### src/rtl/letc_pkg.sv
`default_nettype none

package letc_pkg;

    // width of an integer register and of a data word
    localparam int XLEN = 32;

    // one architectural data word
    typedef logic [XLEN-1:0] word_t;

    // integer register index, x0 to x31
    typedef logic [4:0] reg_idx_t;

    // csr address space, 4096 entries
    typedef logic [11:0] csr_idx_t;

    // machine mode csrs implemented by the backend
    // scratch word for the trap handler
    localparam csr_idx_t CSR_MSCRATCH = 12'h340;

    // trap vector base, direct mode only
    localparam csr_idx_t CSR_MTVEC = 12'h305;

    // pc of the instruction that trapped
    localparam csr_idx_t CSR_MEPC = 12'h341;

    // trap cause code
    localparam csr_idx_t CSR_MCAUSE = 12'h342;

endpackage : letc_pkg

`default_nettype wire
### src/rtl/letc_core_pkg.sv
`default_nettype none

package letc_core_pkg;

    // value driven when the destination select is not a defined source
    localparam letc_pkg::word_t POISON_WORD = 32'hdead_beef;

    // where the destination register value comes from
    typedef enum logic [1:0] {
        // integer result from execute
        RD_SRC_ALU = 2'd0,
        // load data from the memory stages
        RD_SRC_MEM = 2'd1,
        // csr value before the explicit write
        RD_SRC_CSR = 2'd2
    } rd_src_e;

    // packet from the second memory stage into writeback
    typedef struct packed {
        // destination value select
        rd_src_e            rd_src;
        letc_pkg::reg_idx_t rd_idx;
        logic               rd_we;
        // candidate destination values
        letc_pkg::word_t    alu_result;
        letc_pkg::word_t    mem_rdata;
        letc_pkg::word_t    csr_old_val;
        // explicit csr write from a csr instruction
        letc_pkg::csr_idx_t csr_idx;
        logic               csr_expl_wen;
        letc_pkg::word_t    csr_new_val;
        // simulation end request, e.g. from an ecall used as a marker
        logic               sim_exit_req;
    } m2_to_w_s;

    // what writeback offers for operand bypass
    typedef struct packed {
        logic               produces_rd;
        letc_pkg::reg_idx_t rd_idx;
        letc_pkg::word_t    rd_val;
    } fwd_s;

    // register file write port
    typedef struct packed {
        logic               we;
        letc_pkg::reg_idx_t idx;
        letc_pkg::word_t    val;
    } rf_wr_s;

    // csr file explicit write port
    typedef struct packed {
        logic               we;
        letc_pkg::csr_idx_t idx;
        letc_pkg::word_t    wdata;
    } csr_wr_s;

endpackage : letc_core_pkg

`default_nettype wire

### src/rtl/letc_core_backend.sv
`default_nettype none

module letc_core_backend (
    input  wire logic                    clk,
    input  wire logic                    rst_n,

    // packet from the second memory stage
    input  wire logic                    m2_to_w_valid,
    input  wire letc_core_pkg::m2_to_w_s m2_to_w,

    // pipeline control
    input  wire logic                    stall,
    input  wire logic                    flush,

    // decode operand lookup
    input  wire letc_pkg::reg_idx_t      rs1_idx,
    input  wire letc_pkg::reg_idx_t      rs2_idx,
    output letc_pkg::word_t              rs1_val,
    output letc_pkg::word_t              rs2_val,

    // csr read for the memory stages
    input  wire letc_pkg::csr_idx_t      csr_rd_idx,
    output letc_pkg::word_t              csr_rd_val,

    // simulation end request
    output logic                         exit_req
);

    // writeback commit and bypass records
    letc_core_pkg::rf_wr_s  rf_wr;
    letc_core_pkg::csr_wr_s csr_wr;
    letc_core_pkg::fwd_s    w_fwd;

    // register file data before bypass
    letc_pkg::word_t rf_rs1_val;
    letc_pkg::word_t rf_rs2_val;

    letc_core_stage_writeback stage_writeback (
        .clk           (clk),
        .rst_n         (rst_n),
        .stall         (stall),
        .flush         (flush),
        .m2_to_w_valid (m2_to_w_valid),
        .m2_to_w       (m2_to_w),
        .rf_wr         (rf_wr),
        .csr_wr        (csr_wr),
        .fwd           (w_fwd),
        .exit_req      (exit_req)
    );

    // decode indices go straight to the read ports
    letc_core_rf rf (
        .clk    (clk),
        .rst_n  (rst_n),
        .wr     (rf_wr),
        .ra_idx (rs1_idx),
        .ra_val (rf_rs1_val),
        .rb_idx (rs2_idx),
        .rb_val (rf_rs2_val)
    );

    letc_core_csrf csrf (
        .clk    (clk),
        .rst_n  (rst_n),
        .wr     (csr_wr),
        .rd_idx (csr_rd_idx),
        .rd_val (csr_rd_val)
    );

    // covers the cycle before the rf write lands
    letc_core_forwarder forwarder (
        .w_fwd      (w_fwd),
        .rs1_idx    (rs1_idx),
        .rs2_idx    (rs2_idx),
        .rf_rs1_val (rf_rs1_val),
        .rf_rs2_val (rf_rs2_val),
        .rs1_val    (rs1_val),
        .rs2_val    (rs2_val)
    );

endmodule : letc_core_backend

`default_nettype wire

### src/rtl/letc_core_forwarder.sv
`default_nettype none

module letc_core_forwarder (
    // bypass record from writeback
    input  wire letc_core_pkg::fwd_s w_fwd,

    // decode source indices
    input  wire letc_pkg::reg_idx_t  rs1_idx,
    input  wire letc_pkg::reg_idx_t  rs2_idx,

    // raw register file read data
    input  wire letc_pkg::word_t     rf_rs1_val,
    input  wire letc_pkg::word_t     rf_rs2_val,

    // resolved operands
    output letc_pkg::word_t          rs1_val,
    output letc_pkg::word_t          rs2_val
);

    // hit flags, mostly useful in waves
    logic rs1_hit;
    logic rs2_hit;

    // raw hazard on one source
    // x0 never matches, its value is always zero
    function automatic logic src_hit(
        input letc_core_pkg::fwd_s rec,
        input letc_pkg::reg_idx_t  src_idx
    );
        logic idx_match;
        idx_match = (rec.rd_idx == src_idx);
        return rec.produces_rd && idx_match && (src_idx != 5'd0);
    endfunction

    assign rs1_hit = src_hit(w_fwd, rs1_idx);
    assign rs2_hit = src_hit(w_fwd, rs2_idx);

    // operand 1
    // writeback value wins over the stale rf copy
    always_comb begin
        if (rs1_hit) begin
            rs1_val = w_fwd.rd_val;
        end else begin
            rs1_val = rf_rs1_val;
        end
    end

    // operand 2
    always_comb begin
        if (rs2_hit) begin
            rs2_val = w_fwd.rd_val;
        end else begin
            rs2_val = rf_rs2_val;
        end
    end

endmodule : letc_core_forwarder

`default_nettype wire

### src/rtl/letc_core_csrf.sv
`default_nettype none

module letc_core_csrf (
    input  wire logic                   clk,
    input  wire logic                   rst_n,

    // explicit write from writeback
    input  wire letc_core_pkg::csr_wr_s wr,

    // combinational read port
    input  wire letc_pkg::csr_idx_t     rd_idx,
    output letc_pkg::word_t             rd_val
);

    // machine csr storage
    letc_pkg::word_t mscratch;
    letc_pkg::word_t mtvec;
    letc_pkg::word_t mepc;
    letc_pkg::word_t mcause;

    // write enables decoded from the address
    logic mscratch_we;
    logic mtvec_we;
    logic mepc_we;
    logic mcause_we;

    // unimplemented addresses decode to nothing
    assign mscratch_we = wr.we && (wr.idx == letc_pkg::CSR_MSCRATCH);
    assign mtvec_we    = wr.we && (wr.idx == letc_pkg::CSR_MTVEC);
    assign mepc_we     = wr.we && (wr.idx == letc_pkg::CSR_MEPC);
    assign mcause_we   = wr.we && (wr.idx == letc_pkg::CSR_MCAUSE);

    always_ff @(posedge clk) begin
        if (!rst_n) begin
            mscratch <= '0;
            mtvec    <= '0;
            mepc     <= '0;
            mcause   <= '0;
        end else begin
            // any value allowed
            if (mscratch_we) begin
                mscratch <= wr.wdata;
            end
            // mode field forced to direct
            if (mtvec_we) begin
                mtvec <= {wr.wdata[31:2], 2'b00};
            end
            // halfword aligned pc, bit 0 always clear
            if (mepc_we) begin
                mepc <= {wr.wdata[31:1], 1'b0};
            end
            if (mcause_we) begin
                mcause <= wr.wdata;
            end
        end
    end

    // read mux, zero for anything not implemented
    always_comb begin
        case (rd_idx)
            letc_pkg::CSR_MSCRATCH: rd_val = mscratch;
            letc_pkg::CSR_MTVEC:    rd_val = mtvec;
            letc_pkg::CSR_MEPC:     rd_val = mepc;
            letc_pkg::CSR_MCAUSE:   rd_val = mcause;
            default:                rd_val = '0;
        endcase
    end

endmodule : letc_core_csrf

`default_nettype wire

### src/rtl/letc_core_rf.sv
`default_nettype none

module letc_core_rf (
    input  wire logic                  clk,
    input  wire logic                  rst_n,

    // write port from writeback
    input  wire letc_core_pkg::rf_wr_s wr,

    // read port a
    input  wire letc_pkg::reg_idx_t    ra_idx,
    output letc_pkg::word_t            ra_val,

    // read port b
    input  wire letc_pkg::reg_idx_t    rb_idx,
    output letc_pkg::word_t            rb_val
);

    // x1 to x31, x0 has no storage
    letc_pkg::word_t regs [31:1];

    // synchronous write, x0 writes dropped
    always_ff @(posedge clk) begin
        if (!rst_n) begin
            for (int i = 1; i < 32; i++) begin
                regs[i] <= '0;
            end
        end else if (wr.we && (wr.idx != 5'd0)) begin
            regs[wr.idx] <= wr.val;
        end
    end

    // combinational read a
    // x0 is hardwired to zero
    always_comb begin
        if (ra_idx == 5'd0) begin
            ra_val = '0;
        end else begin
            ra_val = regs[ra_idx];
        end
    end

    // combinational read b
    // same x0 rule as port a
    always_comb begin
        if (rb_idx == 5'd0) begin
            rb_val = '0;
        end else begin
            rb_val = regs[rb_idx];
        end
    end

endmodule : letc_core_rf

`default_nettype wire

### src/rtl/letc_core_stage_writeback.sv
`default_nettype none

module letc_core_stage_writeback (
    input  wire logic                   clk,
    input  wire logic                   rst_n,

    // pipeline control
    input  wire logic                   stall,
    input  wire logic                   flush,

    // packet from the second memory stage
    input  wire logic                   m2_to_w_valid,
    input  wire letc_core_pkg::m2_to_w_s m2_to_w,

    // commit ports
    output letc_core_pkg::rf_wr_s       rf_wr,
    output letc_core_pkg::csr_wr_s      csr_wr,

    // bypass record for decode operands
    output letc_core_pkg::fwd_s         fwd,

    // simulation end request
    output logic                        exit_req
);

    // control part of the pipeline register
    logic ff_in_valid;

    // payload part of the pipeline register
    letc_core_pkg::m2_to_w_s ff_in;

    // held packet may commit this cycle
    logic commit_ok;

    // selected destination value
    letc_pkg::word_t rd_val;

    // valid bit follows the input unless stalled
    always_ff @(posedge clk) begin
        if (!rst_n) begin
            ff_in_valid <= 1'b0;
        end else if (!stall) begin
            ff_in_valid <= m2_to_w_valid;
        end
    end

    // payload captured on the same edges as valid
    always_ff @(posedge clk) begin
        if (!stall) begin
            ff_in <= m2_to_w;
        end
    end

    // flush only masks this cycle, the register keeps the packet
    assign commit_ok = ff_in_valid && !stall && !flush;

    // destination value mux
    always_comb begin
        case (ff_in.rd_src)
            letc_core_pkg::RD_SRC_ALU: rd_val = ff_in.alu_result;
            letc_core_pkg::RD_SRC_MEM: rd_val = ff_in.mem_rdata;
            letc_core_pkg::RD_SRC_CSR: rd_val = ff_in.csr_old_val;
            // undefined select, poison makes it obvious in waves
            default:                   rd_val = letc_core_pkg::POISON_WORD;
        endcase
    end

    // register file commit
    assign rf_wr.we  = commit_ok && ff_in.rd_we;
    assign rf_wr.idx = ff_in.rd_idx;
    assign rf_wr.val = rd_val;

    // csr commit, bubbles never write
    assign csr_wr.we    = commit_ok && ff_in.csr_expl_wen;
    assign csr_wr.idx   = ff_in.csr_idx;
    assign csr_wr.wdata = ff_in.csr_new_val;

    // bypass ignores stall and flush
    assign fwd.produces_rd = ff_in_valid && ff_in.rd_we;
    assign fwd.rd_idx      = ff_in.rd_idx;
    assign fwd.rd_val      = rd_val;

    // exit seen whenever the held packet asks for it
    assign exit_req = ff_in_valid && ff_in.sim_exit_req;

endmodule : letc_core_stage_writeback

`default_nettype wire

### config.mk
export PLATFORM = sky130hd
export DESIGN_NAME = letc_core_backend
export DESIGN_NICKNAME = d
export VERILOG_FILES = /design/src/rtl/letc_pkg.sv /design/src/rtl/letc_core_pkg.sv /design/src/rtl/letc_core_backend.sv /design/src/rtl/letc_core_forwarder.sv /design/src/rtl/letc_core_csrf.sv /design/src/rtl/letc_core_rf.sv /design/src/rtl/letc_core_stage_writeback.sv
export SDC_FILE = /design/constraint.sdc
export NUM_CORES = 2
export LEC_CHECK = 0
export BUFFER_PORTS_ARGS = -buffer_cell sky130_fd_sc_hd__buf_2
export CAP_MARGIN = 20
export CORE_MARGIN = 2
export CORE_UTILIZATION = 63
export CTS_CLUSTER_DIAMETER = 30
export DETAILED_ROUTE_END_ITERATION = 12
export HOLD_SLACK_MARGIN = 0.12
export MAX_ROUTING_LAYER = met4
export PLACE_DENSITY = 0.8
export SLEW_MARGIN = 20
export SYNTH_ARGS = -nofsm -noshare
export SYNTH_HDL_FRONTEND = slang
export SYNTH_HIERARCHICAL = 1
export SYNTH_SLANG_ARGS = --single-unit
### constraint.sdc
create_clock -name clk -period 6.6 [get_ports clk]
set_clock_uncertainty 0.05 [all_clocks]
set_input_delay 1.32 -clock clk [delete_from_list [all_inputs] [get_ports clk]]
set_output_delay 1.32 -clock clk [all_outputs]
set_load 0.02 [all_outputs]
==> impl_metrics.csv <==
group,metric,value,unit
critical_path,reg2reg_from,"stage_writeback/ff_in_valid",
sta,final_hold_viol_count,0,
route,wl,218900,um
placed_design,hpwl,128300,um
power_and_ir_drop,power,25580,uW
global_route,overflow,0,
cts,cts-root-buf,"clkbuf_16",
synth,ys.flop_type,"edfxtp_1",
global_route,grt_max_degree,111,
route,routed-via-count,46400,
sta,relSlewSlack,0.1255,
synth,synth_seq_cells,1300,
power_and_ir_drop,p_leak,0.03060,uW
placed_design,place_area,70270,um^2
cts,cts_resized,0,
cts,path_clk_slew,50,ps
outcome,outcome,"finished, final reports clean",
floorplanning,rows,120,
floorplanning,start_util,0.6330,
route,wl_per_cell,33.98,um
critical_path,cp_max_fo,43,
cts,htreeDepth,5,
sta,min_period,6338,ps
sta,rsz0062_at_grt,"no",
power_and_ir_drop,powerDensity,321.4,nW/um^2
route,ant_nets,0,
sta,tns,0,ps
placed_design,place.gp.congestion,0.9867,
global_route,grt_pass1_vias,46380,
sta,maxSlewViolCount,0,
layout,area_growth,17.80,%
layout,nNetsFinal,4992,
synth,async_reset_ff_frac,0,
critical_path,cp_cell_sequence,"buf_6, buf_4, mux4_2, a22o_1, a2111oi_1, buf_4, nor3_1, mux2_4, buf_2",
floorplanning,die_area,109900,um^2
route,drc,0,
cts,numCtsBuffers,278,
critical_path,cp_top_family,"compound AO/OA/AOI/OAI gates",
global_route,antenna_found_initial,16,
floorplanning,ios,274,
route,drtPass1Iterations,6,
cts,clk_path_buf_depth,4,
critical_path,worstPathRequired,5230,ps
sta,setup_viol,0,
critical_path,startpoint,"rs1_idx[2]",
critical_path,max_stage_delay,1110,ps
synth,syn_area,67580,um^2
floorplanning,die_w,331.5,um
route,vias_per_cell,7.202,
min_path,hold_class,"reg -> reg",
critical_path,path_class,"in -> out",
critical_path,cp_data_arrival_time,4970,ps
critical_path,slowest_stage,"a2111oi_1",
floorplanning,coreArea,106800,um^2
cts,post-cts-setup-buffers,0,
min_path,min_from,"csrf/mepc[9]",
synth,ys_warn_count,6,
global_route,grtUsageTotal,0.4069,
layout,finalInstanceArea,79610,um^2
synth,postSynthAreaPerCell,14.74,um^2
cts,clkSinkCount,1300,
layout,drive_above_1_share,0.3193,
cts,holdBufCountCts,0,
cts,worstSkewPairLatency,880,ps
synth,synth_edf_count,1174,
run,drv_cap,0,
placed_design,portBuffers,273,
sta,worst_slew_pin_slew,1308,ps
global_route,grt_pass1_wl,313600,um
sta,post-route-period-util,0.9604,
floorplanning,die-height,331.5,um
critical_path,critPathBufInv,4,
cts,cts_tree,"yes",
critical_path,crit_path_frequent_cell,"buf_4",
power_and_ir_drop,peakVddDrop,305.9,uV
critical_path,critPathCaptureType,"primary output",
synth,synth_cells,4584,
route,drtIter0Drc,7621,
sta,max_freq,0.1578,GHz
synth,ys_types,65,
synth,yosysSeqAreaShare,0.5590,
critical_path,startpoint_type,"input port",
==> metal layers <==
metal | part of all wire | track usage
met5 | 0 | -
met4 | 0.065 | 0.2375
met3 | 0.15 | 0.1245
met2 | 0.45 | 0.5892
met1 | 0.33 | 0.5103
==> path summary, 6_finish.rpt <==
kind	endpoint	slack [ps]	cells past startpoint
max	rs1_val[8]	260	9
min reg2reg	csrf/mepc[9]	400	2
min	csrf/mepc[9]	400	2
max reg2reg	rf/regs[21][21]	2900	5
==> power by group <==
part / switching [uW] / internal (uW) / leakage [uW]
combinational: 1480 / 877 / 0.0132
clock: 4480 / 9240 / 0.00444
sequential: 192 / 9310 / 0.0130
==> cells in the mapped netlist, drive strengths merged (3+ instances only) <==
| library cell | instances | area share |
|---|---|---|
| mux2i | 290 | 0.043 |
| edfxtp | 1174 | 0.52 |
| a22o | 51 | 0.0066 |
| or3b | 4 | 0.00052 |
| buf | 233 | 0.025 |
| o21ai | 63 | 0.0047 |
| nor3b | 3 | 0.00041 |
| o221ai | 27 | 0.0035 |
| xnor2 | 8 | 0.0013 |
| mux2 | 148 | 0.029 |
| and2 | 998 | 0.092 |
| a211oi | 36 | 0.0043 |
| nand4 | 5 | 0.00074 |
| nand3b | 5 | 0.00056 |
| o22a | 24 | 0.0031 |
| nor4bb | 3 | 0.00044 |
| or3 | 3 | 0.00028 |
| a22oi | 18 | 0.0020 |
| nor4 | 9 | 0.00093 |
| o22ai | 79 | 0.0073 |
| dfxtp | 126 | 0.037 |
| nand2b | 7 | 0.00076 |
| nor2b | 18 | 0.0017 |
| mux4 | 470 | 0.16 |
| nand2 | 200 | 0.011 |
| a221oi | 3 | 0.00039 |
| and3b | 60 | 0.0078 |
| clkbuf | 315 | 0.017 |
| nor2 | 37 | 0.0021 |
| a21oi | 40 | 0.0030 |
| nor4b | 4 | 0.00061 |
| a32o | 4 | 0.00059 |
| nand3 | 7 | 0.00052 |
| a2111oi | 29 | 0.0041 |
| nor3 | 55 | 0.0041 |
| o2bb2ai | 8 | 0.0010 |
| and4bb | 3 | 0.00056 |
==> placed cells by master (no fill, tap or decap), types with 54 or more instances in the layout <==
master     netlist  routed
edfxtp_1      1174    1174
and2_1         998     997
mux4_2         470     470
mux2i_1        290     290
clkbuf_16        0     283
buf_2           62     265
nand2_1        200     200
buf_4          128     174
dfxtp_1        126     126
mux2_4          82      82
o22ai_1         79      79
mux2_2          66      66
and3b_1         60      60
nor3_1          54      54
==> area by class of cell <==
| type | instances | area [um^2] |
|---|---|---|
| fillers | 5940 | 27140 |
| repair buffers | 468 | 3204 |
| clock buffers | 320 | 7241 |
| inverters | 2 | 12.51 |
| well taps | 1403 | 1755 |
| flip-flops and latches | 1300 | 37780 |
| clock inverters | 166 | 1937 |
| diodes | 19 | 47.55 |
| multi-input cells | 2765 | 27630 |
==> cell families (layout without fill, tap and decap cells) <==
family | count (synthesis) | in the layout | share of synthesized area
AND/OR/NAND/NOR | 1429 | 1429 | 0.1264
flip-flops | 1300 | 1300 | 0.5590
multiplexers | 908 | 908 | 0.2288
buffers and inverters | 550 | 956 | 0.04297
AO/OA/AOI/OAI | 388 | 388 | 0.04151
XOR/XNOR | 8 | 8 | 0.001259
other | 1 | 51 | 0.00005549
==> per-stage QoR <==
stage,setup slack (ps),util,instances,hold WS (ps)
global placement,550.9,0.6579,5932,390.5
floorplan,1355,-,4615,384.2
detailed placement,503.6,0.6583,5934,398.2
finish,261.5,0.7457,6443,405.0
global route,490.9,0.7455,6435,424.2
CTS,502.0,0.7442,6420,405.6
==> worst reg2reg max path: cells and delay by family (launching register included) <==
| kind | cells | cell delay [ps] |
|---|---|---|
| buf+inv | 2 | 790 |
| flops | 1 | 490 |
| simple gates | 2 | 1030 |
| compound gates | 1 | 980 |
==> state kept, by name, summed over array words and instances (netlist names) <==
register                     count
csrf/mepc                       31
stage_writeback/fwd              5
stage_writeback/csr_wr          44
stage_writeback/ff_in_valid      1
csrf/mcause                     32
rf/regs                       1024
csrf/mscratch                   32
csrf/mtvec                      30
stage_writeback/ff_in          101
(Power assumes the default switching activity.)
